[config.mk]
export PLATFORM = sky130hd
export DESIGN_NAME = or1420CiTop
export DESIGN_NICKNAME = d
export VERILOG_FILES = /design/src/ciPkg.sv /design/src/pixelPkg.sv /design/src/pixelLaneIf.sv /design/src/resetSequencer.sv /design/src/ciDispatch.sv /design/src/grayLane.sv /design/src/ciCollect.sv /design/src/or1420CiTop.sv
export VERILOG_INCLUDE_DIRS = /design/src
export SDC_FILE = /design/constraint.sdc
export NUM_CORES = 1
export LEC_CHECK = 0
export BUFFER_PORTS_ARGS = -buffer_cell sky130_fd_sc_hd__buf_2
export CAP_MARGIN = 10
export CORE_MARGIN = 10
export CORE_UTILIZATION = 35
export DETAILED_ROUTE_END_ITERATION = 7
export GPL_TIMING_DRIVEN = 0
export SYNTH_ARGS = -nofsm -noshare
export SYNTH_HDL_FRONTEND = slang
export SYNTH_HIERARCHICAL = 1
export SYNTH_SLANG_ARGS = --single-unit
[constraint.sdc]
create_clock -name s_systemClock -period 2.3 [get_ports s_systemClock]
set_clock_uncertainty 0.1 [all_clocks]
set_input_delay 0.46 -clock s_systemClock [delete_from_list [all_inputs] [get_ports s_systemClock]]
set_output_delay 0.46 -clock s_systemClock [all_outputs]
set_load 0.1 [all_outputs]
[src/or1420Ci_defines.svh]
`ifndef OR1420_CI_DEFINES_SVH
`define OR1420_CI_DEFINES_SVH

// custom instruction port widths
`define OR1420_WORD_WIDTH 32
`define OR1420_CI_N_WIDTH 8

// one lane per pixel, two pixels per operand
`define OR1420_NUM_LANES 4

// instruction numbers served here
`define OR1420_CI_SWAP_ID 8'd1
`define OR1420_CI_GRAY_ID 8'd9

// luminance weights, they add up to 256 so the sum shifts down by 8
`define OR1420_RED_WEIGHT 8'd54
`define OR1420_GREEN_WEIGHT 8'd183
`define OR1420_BLUE_WEIGHT 8'd19

// top bit of the counter marks the core as ready
`define OR1420_RESET_COUNT_WIDTH 5

`endif

[src/ciPkg.sv]
`include "or1420Ci_defines.svh"

package ciPkg;

  // operand and result word
  typedef logic [`OR1420_WORD_WIDTH-1:0] ciWordT;

  // instruction number as seen on the ci port
  typedef logic [`OR1420_CI_N_WIDTH-1:0] ciNumberT;

  // decoded operation carried from dispatch
  typedef enum logic [1:0] {
    CI_OP_NONE = 2'd0,
    CI_OP_SWAP = 2'd1,
    CI_OP_GRAY = 2'd2
  } ciOpT;

endpackage

[src/pixelPkg.sv]
package pixelPkg;

  // rgb565 pixel, red in the top bits
  typedef struct packed {
    logic [4:0] red;
    logic [5:0] green;
    logic [4:0] blue;
  } rgb565T;

  // one grayscale byte
  typedef logic [7:0] grayT;

endpackage

[src/pixelLaneIf.sv]
interface pixelLaneIf;
  import pixelPkg::*;

  // pixel towards the lane
  logic   pixelValid;
  rgb565T pixel;

  // gray value back towards the collector
  logic   grayValid;
  grayT   gray;

  modport dispatch (
    output pixelValid,
    output pixel
  );

  modport lane (
    input  pixelValid,
    input  pixel,
    output grayValid,
    output gray
  );

  // collector only sees the result side
  modport collect (
    input grayValid,
    input gray
  );

endinterface

[src/resetSequencer.sv]
`include "or1420Ci_defines.svh"

module resetSequencer (
  input  logic s_systemClock,
  input  logic s_pllLocked,
  output logic coreReady
);

  localparam int unsigned countWidth = `OR1420_RESET_COUNT_WIDTH;

  logic [countWidth-1:0] s_resetCountReg;

  // counts up to 16 and then sticks there
  always_ff @(posedge s_systemClock or negedge s_pllLocked) begin
    if (!s_pllLocked) begin
      s_resetCountReg <= '0;
    end else if (!s_resetCountReg[countWidth-1]) begin
      s_resetCountReg <= s_resetCountReg + {{(countWidth-1){1'b0}}, 1'b1};
    end
  end

  assign coreReady = s_resetCountReg[countWidth-1];

  // once ready, the core stays out of reset until the pll drops lock
  assert property (@(posedge s_systemClock) disable iff (!s_pllLocked)
    coreReady |=> coreReady);

endmodule

[src/ciDispatch.sv]
`include "or1420Ci_defines.svh"

module ciDispatch (
  input  logic                s_systemClock,
  input  logic                coreReady,
  input  logic                ciStart,
  input  ciPkg::ciNumberT     ciN,
  input  ciPkg::ciWordT       ciDataA,
  input  ciPkg::ciWordT       ciDataB,
  pixelLaneIf.dispatch        lanes [`OR1420_NUM_LANES],
  output logic                swapValid,
  output ciPkg::ciWordT       swapWord
);
  import ciPkg::*;
  import pixelPkg::*;

  localparam int unsigned pixelBits = $bits(rgb565T);

  ciOpT                          s_decodedOp;
  ciOpT                          s_opReg;
  ciWordT                        s_swapWordReg;
  logic                          s_grayIssued;
  logic [2*`OR1420_WORD_WIDTH-1:0] s_pixelWords;

  // unknown numbers decode to none and never complete
  always_comb begin
    s_decodedOp = CI_OP_NONE;
    if (ciStart) begin
      if (ciN == `OR1420_CI_SWAP_ID) begin
        s_decodedOp = CI_OP_SWAP;
      end else if (ciN == `OR1420_CI_GRAY_ID) begin
        s_decodedOp = CI_OP_GRAY;
      end
    end
  end

  always_ff @(posedge s_systemClock or negedge coreReady) begin
    if (!coreReady) begin
      s_opReg <= CI_OP_NONE;
    end else begin
      s_opReg <= s_decodedOp;
    end
  end

  // byte 0 to byte 3, byte 1 to byte 2
  always_ff @(posedge s_systemClock) begin
    if (s_decodedOp == CI_OP_SWAP) begin
      s_swapWordReg <= {ciDataA[7:0], ciDataA[15:8], ciDataA[23:16], ciDataA[31:24]};
    end
  end

  assign swapValid    = (s_opReg == CI_OP_SWAP);
  assign swapWord     = s_swapWordReg;
  assign s_grayIssued = (s_opReg == CI_OP_GRAY);

  // pixels 0,1 from operand a and 2,3 from operand b
  assign s_pixelWords = {ciDataB, ciDataA};

  for (genvar i = 0; i < `OR1420_NUM_LANES; i++) begin : gLaneFeed
    rgb565T s_pixelReg;

    always_ff @(posedge s_systemClock) begin
      if (s_decodedOp == CI_OP_GRAY) begin
        s_pixelReg <= rgb565T'(s_pixelWords[i*pixelBits +: pixelBits]);
      end
    end

    assign lanes[i].pixel      = s_pixelReg;
    assign lanes[i].pixelValid = s_grayIssued;
  end

endmodule

[src/grayLane.sv]
`include "or1420Ci_defines.svh"

module grayLane (
  input logic      s_systemClock,
  input logic      coreReady,
  pixelLaneIf.lane lane
);
  import pixelPkg::*;

  logic [7:0]  s_red;
  logic [7:0]  s_green;
  logic [7:0]  s_blue;
  logic [15:0] s_weightedSum;
  logic        s_grayValidReg;
  grayT        s_grayReg;

  // widen to 8 bits by zero fill
  assign s_red   = {lane.pixel.red, 3'b000};
  assign s_green = {lane.pixel.green, 2'b00};
  assign s_blue  = {lane.pixel.blue, 3'b000};

  // worst case stays below 2**16
  assign s_weightedSum = 16'(`OR1420_RED_WEIGHT) * 16'(s_red) +
                         16'(`OR1420_GREEN_WEIGHT) * 16'(s_green) +
                         16'(`OR1420_BLUE_WEIGHT) * 16'(s_blue);

  always_ff @(posedge s_systemClock or negedge coreReady) begin
    if (!coreReady) begin
      s_grayValidReg <= 1'b0;
    end else begin
      s_grayValidReg <= lane.pixelValid;
    end
  end

  always_ff @(posedge s_systemClock) begin
    if (lane.pixelValid) begin
      s_grayReg <= s_weightedSum[15:8];
    end
  end

  assign lane.grayValid = s_grayValidReg;
  assign lane.gray      = s_grayReg;

  assert property (@(posedge s_systemClock) disable iff (!coreReady)
    lane.grayValid == $past(lane.pixelValid));

endmodule

[src/ciCollect.sv]
`include "or1420Ci_defines.svh"

module ciCollect (
  input  logic           s_systemClock,
  input  logic           coreReady,
  pixelLaneIf.collect    lanes [`OR1420_NUM_LANES],
  input  logic           swapValid,
  input  ciPkg::ciWordT  swapWord,
  output logic           ciDone,
  output ciPkg::ciWordT  ciResult
);
  import ciPkg::*;
  import pixelPkg::*;

  logic                               s_swapDoneReg;
  ciWordT                             s_swapResultReg;
  logic [`OR1420_NUM_LANES-1:0]       s_grayValids;
  grayT [`OR1420_NUM_LANES-1:0]       s_grayBytes;
  logic                               s_grayDone;
  ciWordT                             s_grayResult;
  ciWordT                             s_swapResult;

  // swap gets one extra stage to line up with the lanes
  always_ff @(posedge s_systemClock or negedge coreReady) begin
    if (!coreReady) begin
      s_swapDoneReg <= 1'b0;
    end else begin
      s_swapDoneReg <= swapValid;
    end
  end

  always_ff @(posedge s_systemClock) begin
    if (swapValid) begin
      s_swapResultReg <= swapWord;
    end
  end

  // gray byte k goes to result byte k
  for (genvar i = 0; i < `OR1420_NUM_LANES; i++) begin : gLaneDrain
    assign s_grayValids[i] = lanes[i].grayValid;
    assign s_grayBytes[i]  = lanes[i].gray;
  end

  // all lanes are fed together
  assign s_grayDone   = &s_grayValids;
  assign s_grayResult = s_grayDone ? ciWordT'(s_grayBytes) : '0;
  assign s_swapResult = s_swapDoneReg ? s_swapResultReg : '0;

  // same or-merge as on the cpu side
  assign ciDone   = s_grayDone | s_swapDoneReg;
  assign ciResult = s_grayResult | s_swapResult;

  // one op per start, so the two paths can never finish together
  assert property (@(posedge s_systemClock) disable iff (!coreReady)
    !(s_grayDone && s_swapDoneReg));

endmodule

[src/or1420CiTop.sv]
`include "or1420Ci_defines.svh"

module or1420CiTop (
  input  logic            s_systemClock,
  input  logic            s_pllLocked,
  input  logic            ciStart,
  input  ciPkg::ciNumberT ciN,
  input  ciPkg::ciWordT   ciDataA,
  input  ciPkg::ciWordT   ciDataB,
  output logic            ciDone,
  output ciPkg::ciWordT   ciResult,
  output logic            coreReady
);
  import ciPkg::*;

  logic   s_swapValid;
  ciWordT s_swapWord;

  pixelLaneIf s_laneIf [`OR1420_NUM_LANES] ();

  resetSequencer resetSequencerInst (
    .s_systemClock (s_systemClock),
    .s_pllLocked   (s_pllLocked),
    .coreReady     (coreReady)
  );

  ciDispatch ciDispatchInst (
    .s_systemClock (s_systemClock),
    .coreReady     (coreReady),
    .ciStart       (ciStart),
    .ciN           (ciN),
    .ciDataA       (ciDataA),
    .ciDataB       (ciDataB),
    .lanes         (s_laneIf),
    .swapValid     (s_swapValid),
    .swapWord      (s_swapWord)
  );

  // one converter per pixel
  for (genvar i = 0; i < `OR1420_NUM_LANES; i++) begin : gGrayLane
    grayLane grayLaneInst (
      .s_systemClock (s_systemClock),
      .coreReady     (coreReady),
      .lane          (s_laneIf[i])
    );
  end

  ciCollect ciCollectInst (
    .s_systemClock (s_systemClock),
    .coreReady     (coreReady),
    .lanes         (s_laneIf),
    .swapValid     (s_swapValid),
    .swapWord      (s_swapWord),
    .ciDone        (ciDone),
    .ciResult      (ciResult)
  );

endmodule

==> metrics, run 1 <==
Worst Hold Depth 1; failing checks setup timing; Avg WL per Cell between 15 and 20 microns; first-pass GRT wire length between 50000 and 60000 microns; CP cell instances fa_2, inv_2, fa_1, fa_1, inv_2, ha_4, a211oi_2, nor2_2, o21a_1, nor2_1, xor2_1, fa_1, inv_2, ha_4, and3_4, a211o_1, a21oi_2, xnor2_2; number of global-route vias before repair 10.87k; Die Ht between 200 and 250 microns; area grow syn2layout 29.29%; Final Max Slew Viols 0; Mean Syn Cell Area approximately 11 sq um; finished layout cell area between 15000 and 20000 sq um; placed cells 2026; LEAKAGE slightly below 9 nW; final setup margin -2.683 ns; via/cell ratio ~4.8; Initial Utilization 35.38%; hold-critical path endpoint ciDispatchInst/lanes[3].pixel[7]; CTS clk-pin slew, worst paths around 0.070 ns; initial antenna violation count 3; number of flops mapped to enable cells by yosys between 150 and 200; hold_ws around 0.074 ns; die outline area ~52000 sq um; CP max stage delay roughly 0.58 ns; Startpoint Class flop; CP Capture Type flop; RSZ-0062 raised after global routing true; CP max stage cell fa_2; largest net degree at the start of global routing 27; Yosys Warn Count 6; Inserted Clock Buffers 17; FF-to-FF setup slack -2.68 ns; # rows between 70 and 80; CTS tree done; setup TNS -75.43 ns; Worst VDD drop ~0.41 mV; fmax around 0.2 GHz; min-delay src ciDataB[23]; part of the Yosys area used for sequential elements between 30 and 40%; PwrDens 361.5 nW/um^2; fin nets 1993; Hold Vio Cnt, Final 0; Tmin final 4.983 ns; HPWL after DPL ~28000 microns; port bufs 108; most frequently used flop master after synthesis edfxtp_1; gp weighted congestion ~0.86; cell count after synthesis 1326; total nets after synthesis between 1.5k and 2k; Yosys top cell by area edfxtp_1; fin crit share 216.6%; Syn Std Cell Area ~15000 sq um; H-tree lvl count 4; flops & latches, synth around 170; violation count after the first detailed-routing iteration between 500 and 600; CP Class reg -> reg; max-cap viol count 0; crit path DAT slightly above 5 ns; Post-synth ARST share ~7.0%; via count 10.25k; diode count 0; Num Clock Sinks around 170; antenna viol nets, final 0; data required time of the critical path 2.40 ns; synth unique cells 66; Core ar. around 43000 sq um; All-Layer GR Usage about 13%; Final Non-Filler Cells ~2.1k; Hold WC Path Type in -> reg; reg2reg path depth 18; final WL ~35000 microns; worst skew pair latency 0.46 ns; Critical R2R Capture gGrayLane[1].grayLaneInst/lane.gray[5]; reg2reg start ciDispatchInst/lanes[1].pixel[9]; dpl cell area 17180 sq um; worst slew pin tran about 0.68 ns; TritonRoute pass-1 iters 5; max_slew headroom roughly 54%; Critical Path Fanout Max 4; layout cells sized above 1 between 20 and 30%; Die Wd about 230 microns; # DRC 0; grt total ovfl 0; maximum clock path buffer count 2; setup violators final 32; Area contributors post-synth edfxtp_1 32%, ha_1 24%, fa_1 13%; pre-CTS WS -2.761 ns; boundary pin count 109; Root Driver clkbuf_16; status finished, violations left; Synth top area share around a third
logic make-up after synthesis:
family | synth area share (%)
adders and majority gates | 37.27
and+or+nand+nor | 6.023
AOI/OAI and AO/OA | 11.19
buffers and inverters | 6.492
muxes | 0.1481
DFF | 33.57
xor gates and xnor gates | 5.299
Yosys cell counts (4+ instances only):
cell	count
ha_1	293
inv_1	239
edfxtp_1	160
fa_1	100
xor2_1	54
a21oi_1	48
nor2_1	40
xnor2_1	38
a22o_1	34
o21ai_0	34
nor3_1	31
a21o_1	26
nand2_1	26
o21a_1	25
dfrtp_1	12
o21bai_1	12
or2_2	12
nand2b_1	9
nand3_1	9
nor2b_1	9
o21ai_1	9
a31oi_1	6
nor4_1	6
a211o_1	5
a211oi_1	5
and3_1	5
nand4b_1	5
o221ai_1	5
and3b_1	4
buf_6	4
o211ai_1	4
registers in the layout, indices dropped and copies added (netlist names):
signal,count
ciCollectInst/s_swapDoneReg,1
ciCollectInst/s_swapResultReg,32
ciDispatchInst/lanes.pixel,64
ciDispatchInst/s_opReg,2
ciDispatchInst/swapWord,32
gGrayLane.grayLaneInst/lane.gray,32
gGrayLane.grayLaneInst/lane.grayValid,4
resetSequencerInst/s_resetCountReg,5
where the power goes:
part           switching, mW  internal [mW]
Combinational          0.439          0.442
Sequential           0.00431           3.43
Clock                   1.30           1.49
cells in the final DEF (no fill, tap or decap), types with 6 or more instances in the layout:
cell         n
nor2b_1      6
a22o_4      15
o21ai_4      6
nand3_1      9
edfxtp_1   160
a31oi_1      6
ha_4        37
buf_12      29
o21bai_1    10
nor2_2       8
nor3_2       7
nor3_1      22
ha_1       256
xor2_2      11
dfrtp_1     11
a22o_1      19
buf_8       11
or2_2       12
a21oi_1     25
buf_4       55
fa_2         9
xnor2_1     33
clkbuf_16   18
a21oi_2     14
o21ai_0     17
nand2_1     21
nor2_1      29
a21oi_4      9
inv_1      214
nand2b_1     9
o21a_1      25
buf_6       17
buf_2       75
o21ai_2     11
a21o_1      26
xor2_1      40
fa_1        91
inv_2       26
o21ai_1      9
final cells by class:
type	count	area [sq um]
clock inverters	13	117.6
flip-flops and latches	172	5106
well taps	585	732.0
fillers	3930	23320
clock buffers	19	432.9
plain buffers	9	92.59
multi-input cells	903	10550
inverters	240	900.9
repair buffers	182	1723
how the worst max path moves through the flow:
| stage | depth (start not counted) | slack [ns] | to | from |
|---|---|---|---|---|
| 4_1_cts | 18 | -2.66 | gGrayLane[1].grayLaneInst/lane.gray[5] | ciDispatchInst/lanes[1].pixel[9] |
| 6_report | 18 | -2.68 | gGrayLane[1].grayLaneInst/lane.gray[5] | ciDispatchInst/lanes[1].pixel[9] |
| 3_3_place_gp | 16 | -2.72 | gGrayLane[1].grayLaneInst/lane.gray[7] | ciDispatchInst/lanes[1].pixel[14] |
| 3_5_place_dp | 18 | -2.76 | gGrayLane[1].grayLaneInst/lane.gray[7] | ciDispatchInst/lanes[1].pixel[10] |
| 2_1_floorplan | 18 | -2.34 | gGrayLane[1].grayLaneInst/lane.gray[5] | ciDispatchInst/lanes[1].pixel[10] |
| 5_1_grt | 18 | -2.85 | gGrayLane[1].grayLaneInst/lane.gray[5] | ciDispatchInst/lanes[1].pixel[9] |
worst max-delay path, delay by kind of cell, from the launching register on:
kind / cells / cell delay [ns]
compound gates: 4 / 0.84
xor+xnor: 2 / 0.31
fa+ha+maj: 6 / 2.45
buf+inv: 3 / 0.17
flops: 1 / 0.49
simple gates: 3 / 0.37
stage by stage:
stage	util (%)	total power, mW
after CTS	43.94	7.077
after global routing	45.74	7.415
after floorplan	-	3.987
after global placement	39.64	4.159
final	45.74	7.107
after detailed placement	39.97	4.175
layer usage:
layer / track usage, % / wire length, microns / vias to the layer above
met1: 16.47 / 15660 / 4975
li1: - / - / 5068
met2: 22.72 / 17340 / 174
met3: 3.785 / 1724 / 33
met5: 0 / 21 / -
met4: 3.812 / 599 / 4
timing repair:
item	in CTS	in global routing
setup buffers	42	23
cloned	1	1
hold buffers	1	0
setup endpoints to repair	66	59
endpoints found under the hold margin	5	0
pin swaps	54	68
gates resized for setup	184	115
Power figures use the tool's default switching activity.
==> run 2, diff against run 1 <==
- clock period: 2.3 -> 4.9 ns (I/O delays scaled with it)
==> metrics, run 2 (synthesis results as in run 1) <==
reg2reg start ciDispatchInst/lanes[1].pixel[9] (unchanged); gp weighted congestion 0.8378 (was 0.8583); CTS tree done (unchanged); Avg WL per Cell 16.01 microns (was 16.65 microns); number of global-route vias before repair 10.58k (was 10.87k); Worst VDD drop 0.2042 mV (was 0.4114 mV); # rows 76 (unchanged); maximum clock path buffer count 2 (unchanged); H-tree lvl count 4 (unchanged); most common cell after layout, fill and taps aside ha_1 (unchanged); setup TNS -0.1226 ns (was -75.43 ns); LEAKAGE 8.519 nW (was 8.833 nW); max-cap viol count 0 (unchanged); Initial Utilization 35.38% (unchanged); layout cells sized above 1 22.95% (was 28.67%); CP Capture Type flop (unchanged); Critical Path Fanout Max 4 (unchanged); die outline area 52180 sq um (unchanged); CTS clk-pin slew, worst paths 0.07 ns (about the same); Core ar. 42980 sq um (unchanged); crit path DAT 5.04 ns (was 5.08 ns); Hold WC Path Type reg -> async (was in -> reg); Tmin final 4.951 ns (was 4.983 ns); via count 10.09k (was 10.25k); grt total ovfl 0 (unchanged); setup violators final 4 (was 32); port bufs 108 (unchanged); violation count after the first detailed-routing iteration 392 (was 552); Die Ht 228.4 microns (unchanged); Startpoint Class flop (unchanged); Root Driver clkbuf_16 (unchanged); boundary pin count 109 (unchanged); pre-CTS WS -0.4110 ns (was -2.761 ns); initial antenna violation count 7 (was 3); Util after Layout 42.84% (was 45.74%); Critical R2R Capture gGrayLane[1].grayLaneInst/lane.gray[5] (unchanged); CP Class reg -> reg (unchanged); HPWL after DPL 27070 microns (was 28050 microns); failing checks setup timing (unchanged); Critical Path Most Common Cell fa_1; final setup margin -0.05146 ns (was -2.683 ns); worst slew pin tran 0.9338 ns (was 0.6844 ns); FF-to-FF setup slack -0.05 ns (was -2.68 ns); CP cell instances fa_1, inv_1, fa_1, fa_1, inv_2, ha_4, a21o_1, a21oi_2, xor2_1, fa_1, inv_1, ha_1, o21a_1, and3_4, a211o_1, a21oi_2, xnor2_2 (was fa_2, inv_2, fa_1, fa_1, inv_2, ha_4, a211oi_2, nor2_2, o21a_1, nor2_1, xor2_1, fa_1, inv_2, ha_4, and3_4, a211o_1, a21oi_2, xnor2_2); RSZ-0062 raised after global routing true (unchanged); largest net degree at the start of global routing 26 (was 27); CP max stage cell fa_1 (was fa_2); Inserted Clock Buffers 17 (unchanged); max_slew headroom 37.62% (was 54.22%); Final Max Slew Viols 0 (unchanged); Hold Vio Cnt, Final 0 (unchanged); fillcell total 4016 (was 3930); antenna viol nets, final 0 (unchanged); All-Layer GR Usage 12.89% (was 13.46%); commonest cells after routing, fill and taps aside 258 x ha_1, 225 x inv_1, 160 x edfxtp_1 (was 256 x ha_1, 214 x inv_1, 160 x edfxtp_1); Die Wd 228.4 microns (unchanged); fin crit share 101.1% (was 216.6%); Num Clock Sinks 172 (unchanged); max reg flops 64 (unchanged); via/cell ratio 4.790 (was 4.830); area grow syn2layout 21.09% (was 29.29%); CP max stage delay 0.55 ns (was 0.58 ns); # DRC 0 (unchanged); reg2reg path depth 17 (was 18); worst skew pair latency 0.45 ns (was 0.46 ns); hold_ws 0.1092 ns (was 0.07385 ns); first-pass GRT wire length 53920 microns (was 55590 microns); data required time of the critical path 4.99 ns (was 2.40 ns); fin nets 1977 (was 1993); PwrDens 181.2 nW/um^2 (was 361.5 nW/um^2); TritonRoute pass-1 iters 5 (unchanged); fmax 0.2020 GHz (was 0.2007 GHz); final WL 33730 microns (was 35340 microns); status finished, violations left (unchanged)
## run 2: worst max path at each step
| stage | from | to | slack [ns] |
|---|---|---|---|
| floorplan | ciDispatchInst/lanes[0].pixel[8] | gGrayLane[0].grayLaneInst/lane.gray[5] | 0.004 |
| global placement | ciN[7] | ciDispatchInst/lanes[2].pixel[11] | -1.76 |
| detailed placement | ciDispatchInst/lanes[1].pixel[8] | gGrayLane[1].grayLaneInst/lane.gray[7] | -0.41 |
| CTS | ciDispatchInst/lanes[1].pixel[9] | gGrayLane[1].grayLaneInst/lane.gray[5] | -0.007 |
| global route | ciDispatchInst/lanes[0].pixel[9] | gGrayLane[0].grayLaneInst/lane.gray[5] | -0.20 |
| finish | ciDispatchInst/lanes[1].pixel[9] | gGrayLane[1].grayLaneInst/lane.gray[5] | -0.05 |
## run 2: repair_timing
action,CTS,global route
pin swaps,49,64
setup endpoints to repair,19,22
buffers inserted,35,13
hold buffers,0,0
gates resized for setup,72,71
## run 2: metrics by stage
step / cell area, sq um / total power [mW] / cells
final: 18410 / 3.337 / 2107
after global routing: 18410 / 3.473 / 2106
after CTS: 17920 / 3.339 / 2093
after detailed placement: 16670 / 1.919 / 2027
after global placement: 16520 / 1.915 / 2019
after floorplan: 15250 / 1.833 / 1326
## run 2: cell type report
cell class / instances / area [sq um] / share of cell area (%)
Antenna cell: 1 / 2.502 / 0.01359
Sequential cell: 172 / 5105 / 27.72
Clock inverter: 14 / 148.9 / 0.8086
Tap cell: 585 / 732.0 / 3.975
Multi-Input combinational cell: 903 / 9973 / 54.17
Buffer: 11 / 86.33 / 0.4689
Inverter: 240 / 900.9 / 4.893
Clock buffer: 17 / 425.4 / 2.310
Timing Repair Buffer: 164 / 1039 / 5.640
## run 2: routing by layer
layer	global-route usage (%)	wire [microns]	vias to the layer above
met5	0	52	-
met4	3.645	509	8
met3	3.264	1508	42
met2	22.21	16770	132
met1	15.63	14890	4886
li1	-	-	5025
## run 2: power breakdown
group	internal (mW)	switching (mW)
combinational	0.171	0.183
sequential	1.61	0.00190
clock	0.719	0.651
total	2.50	0.836
## run 2: critical path: cells and delay by family (launching register included)
kind	cells	cell delay [ns]
simple gates	1	0.20
flops	1	0.43
fa+ha+maj	6	2.63
compound gates	5	0.97
buf+inv	3	0.15
xor+xnor	2	0.23
==> run 3, diff against run 2 <==
--- a/config.mk
+++ b/config.mk
@@ -9,5 +9,4 @@
 export BUFFER_PORTS_ARGS = -buffer_cell sky130_fd_sc_hd__buf_2
 export CAP_MARGIN = 10
-export CORE_MARGIN = 10
 export CORE_UTILIZATION = 35
 export DETAILED_ROUTE_END_ITERATION = 7
==> constraint.sdc (replaced) <==
create_clock -name s_systemClock -period 4.9 [get_ports s_systemClock]
set_clock_uncertainty 0.1 [all_clocks]
set_input_delay 0 -clock s_systemClock [delete_from_list [all_inputs] [get_ports s_systemClock]]
set_output_delay 0 -clock s_systemClock [all_outputs]
set_load 0.1 [all_outputs]
==> metrics, run 3 (synthesis results as in run 1) <==
RSZ-0062 raised after global routing true (unchanged); CP Capture Type flop (unchanged); Core ar. 42420 sq um (was 42980 sq um); commonest cells after routing, fill and taps aside 262 x ha_1, 222 x inv_1, 160 x edfxtp_1 (was 258 x ha_1, 225 x inv_1, 160 x edfxtp_1); fillcell total 3948 (was 4016); number of global-route vias before repair 10.70k (was 10.58k); CP max stage cell fa_1 (unchanged); finished layout cell area 19150 sq um (was 18410 sq um); status finished, violations left (unchanged); Hold Vio Cnt, Final 0 (unchanged); failing checks setup timing (unchanged); Critical Path Most Common Cell ha_1 (was fa_1); All-Layer GR Usage 15.35% (was 12.89%); max-cap viol count 0 (unchanged); Initial Utilization 35.85% (was 35.38%); grt total ovfl 0 (unchanged); Logic pwr share 11.8% (was 10.6%); worst slew pin tran 1.017 ns (was 0.9338 ns); fin crit share 100.9% (was 101.1%); reg2reg path depth 18 (was 17); # rows 75 (was 76); maximum clock path buffer count 2 (unchanged); fin nets 2047 (was 1977); final WL 33260 microns (was 33730 microns); LEAKAGE 8.805 nW (was 8.519 nW); via/cell ratio 4.719 (was 4.790); Sequential Power Share 47.8% (was 48.3%); dpl cell area 16720 sq um (was 16670 sq um); area of the multi-input gates 9971 sq um (was 9973 sq um); Startpoint Class flop (unchanged); Sw Share 23.81% (was 25.05%); min-delay src ciN[1]; max_slew headroom 32.04% (was 37.62%); # DRC 0 (unchanged); PwrDens 176.3 nW/um^2 (was 181.2 nW/um^2); CP cell instances buf_4, ha_1, ha_1, inv_1, fa_1, inv_1, ha_1, a21o_1, a21oi_4, xor2_1, fa_1, inv_1, ha_1, nor4_2, a22oi_2, a211o_1, a21oi_2, xnor2_1 (was fa_1, inv_1, fa_1, fa_1, inv_2, ha_4, a21o_1, a21oi_2, xor2_1, fa_1, inv_1, ha_1, o21a_1, and3_4, a211o_1, a21oi_2, xnor2_2); gp weighted congestion 0.8124 (was 0.8378); register area 5105 sq um (unchanged); Inserted Clock Buffers 17 (unchanged); most common cell after layout, fill and taps aside ha_1 (unchanged); Worst VDD drop 0.2438 mV (was 0.2042 mV); fmax 0.2022 GHz (was 0.2020 GHz); Final Max Slew Viols 0 (unchanged); HPWL after DPL 26200 microns (was 27070 microns); TritonRoute pass-1 iters 5 (unchanged); CP max stage delay 0.54 ns (was 0.55 ns); net switching power 0.8036 mW (was 0.8360 mW); antenna viol nets, final 0 (unchanged); max reg flops 64 (unchanged); data required time of the critical path 5.00 ns (was 4.99 ns); CTS tree done (unchanged); layout cells sized above 1 21.87% (was 22.95%); CTS clk-pin slew, worst paths 0.07 ns (about the same); H-tree lvl count 4 (unchanged); die outline area 44280 sq um (was 52180 sq um); Root Driver clkbuf_16 (unchanged); Avg WL per Cell 15.33 microns (was 16.01 microns); CP Class reg -> reg (unchanged); reg2reg start ciDispatchInst/lanes[1].pixel[9] (unchanged); area grow syn2layout 25.91% (was 21.09%); worst skew pair latency 0.45 ns (about the same); Clock power frac 40.4% (was 41.1%); final setup margin -0.04548 ns (was -0.05146 ns); Hold WC Path Type in -> reg (was reg -> async); Critical Path Fanout Max 5 (was 4); violation count after the first detailed-routing iteration 352 (was 392); Die Ht 210.4 microns (was 228.4 microns); largest net degree at the start of global routing 19 (was 26); pre-CTS WS -0.4151 ns (was -0.4110 ns); hold-critical path endpoint ciDispatchInst/lanes[0].pixel[4]; crit path DAT 5.05 ns (was 5.04 ns); Power Internal 2.572 mW (was 2.501 mW); Critical R2R Capture gGrayLane[1].grayLaneInst/lane.gray[5] (unchanged); boundary pin count 109 (unchanged); Worst Hold Depth 3; initial antenna violation count 4 (was 7); first-pass GRT wire length 52900 microns (was 53920 microns); FF-to-FF setup slack -0.05 ns (about the same); Num Clock Sinks 172 (unchanged); Die Wd 210.4 microns (was 228.4 microns); port bufs 108 (unchanged); Tmin final 4.945 ns (was 4.951 ns); via count 10.24k (was 10.09k); setup violators final 1 (was 4)
run 3: cell types whose count changed in the layout (fill, tap and decap cells not counted), sizes merged:
cell and change:
bufinv +1, clkinv +3, clkinvlp +1, dlygate4sd3 +71
inv -7, buf -1, clkbuf +2
run 3: how the worst max path moves through the flow:
stage | startpoint | end | cells after the start
after floorplan | ciDispatchInst/lanes[0].pixel[8] | gGrayLane[0].grayLaneInst/lane.gray[5] | 18
after global placement | ciN[7] | ciDispatchInst/lanes[2].pixel[8] | 3
after detailed placement | ciDispatchInst/lanes[1].pixel[8] | gGrayLane[1].grayLaneInst/lane.gray[5] | 18
after CTS | ciDispatchInst/lanes[1].pixel[9] | gGrayLane[1].grayLaneInst/lane.gray[7] | 17
after global routing | ciDispatchInst/lanes[1].pixel[9] | gGrayLane[1].grayLaneInst/lane.gray[5] | 18
final | ciDispatchInst/lanes[1].pixel[9] | gGrayLane[1].grayLaneInst/lane.gray[5] | 18
run 3: per-stage QoR:
step	hold slack, ns	util [%]	instances	power (mW)	TNS, ns
after global placement	-0.2853	38.93	2011	1.914	-87.18
after floorplan	-0.3956	-	1326	1.833	0
after CTS	0.04623	43.81	2151	3.374	-0.07496
final	0.06780	45.14	2169	3.375	-0.04548
after detailed placement	-0.2777	39.41	2020	1.920	-4.112
after global routing	0.08125	45.14	2169	3.507	-1.745
run 3: critical path, delay by kind of cell, from the launching register on:
| family | cells | cell delay [ns] |
|---|---|---|
| adder cells (fa/ha/maj) | 6 | 2.19 |
| AO/OA/AOI/OAI | 5 | 1.04 |
| flip-flops | 1 | 0.47 |
| AND/OR/NAND/NOR | 1 | 0.36 |
| buffers and inverters | 4 | 0.34 |
| XOR/XNOR | 2 | 0.20 |
run 3: area by class of cell:
class	count	area share, %
Clock buffer	19	2.261
Timing Repair Buffer	234	9.332
Tap cell	577	3.771
Multi-Input combinational cell	903	52.08
Sequential cell	172	26.66
Clock inverter	12	0.7254
Buffer	11	0.4509
Inverter	240	4.705
Antenna cell	1	0.01307
run 3: power by group through the flow:
stage          logic (mW)  clock network (mW)  registers (mW)
2_1_floorplan       0.188                   0            1.64
3_3_place_gp        0.269                   0            1.65
3_5_place_dp        0.275                   0            1.65
4_1_cts             0.349                1.41            1.61
5_1_grt             0.441                1.45            1.61
6_report            0.400                1.36            1.61
run 3: layer usage:
| metal | GRT usage (%) | up-vias | routed length [microns] |
|---|---|---|---|
| met5 | 0 | - | 37 |
| met4 | 4.273 | 6 | 493 |
| met3 | 3.054 | 32 | 1072 |
| met2 | 26.75 | 124 | 16420 |
| met1 | 19.25 | 4901 | 15230 |
| li1 | - | 5173 | - |
run 3: timing repair:
item                                   CTS  global route
pin swaps                               46            60
buffers inserted                        29            17
setup endpoints to repair               19            22
hold buffers                            71             0
resized for setup                       62            87
endpoints found under the hold margin  118             0
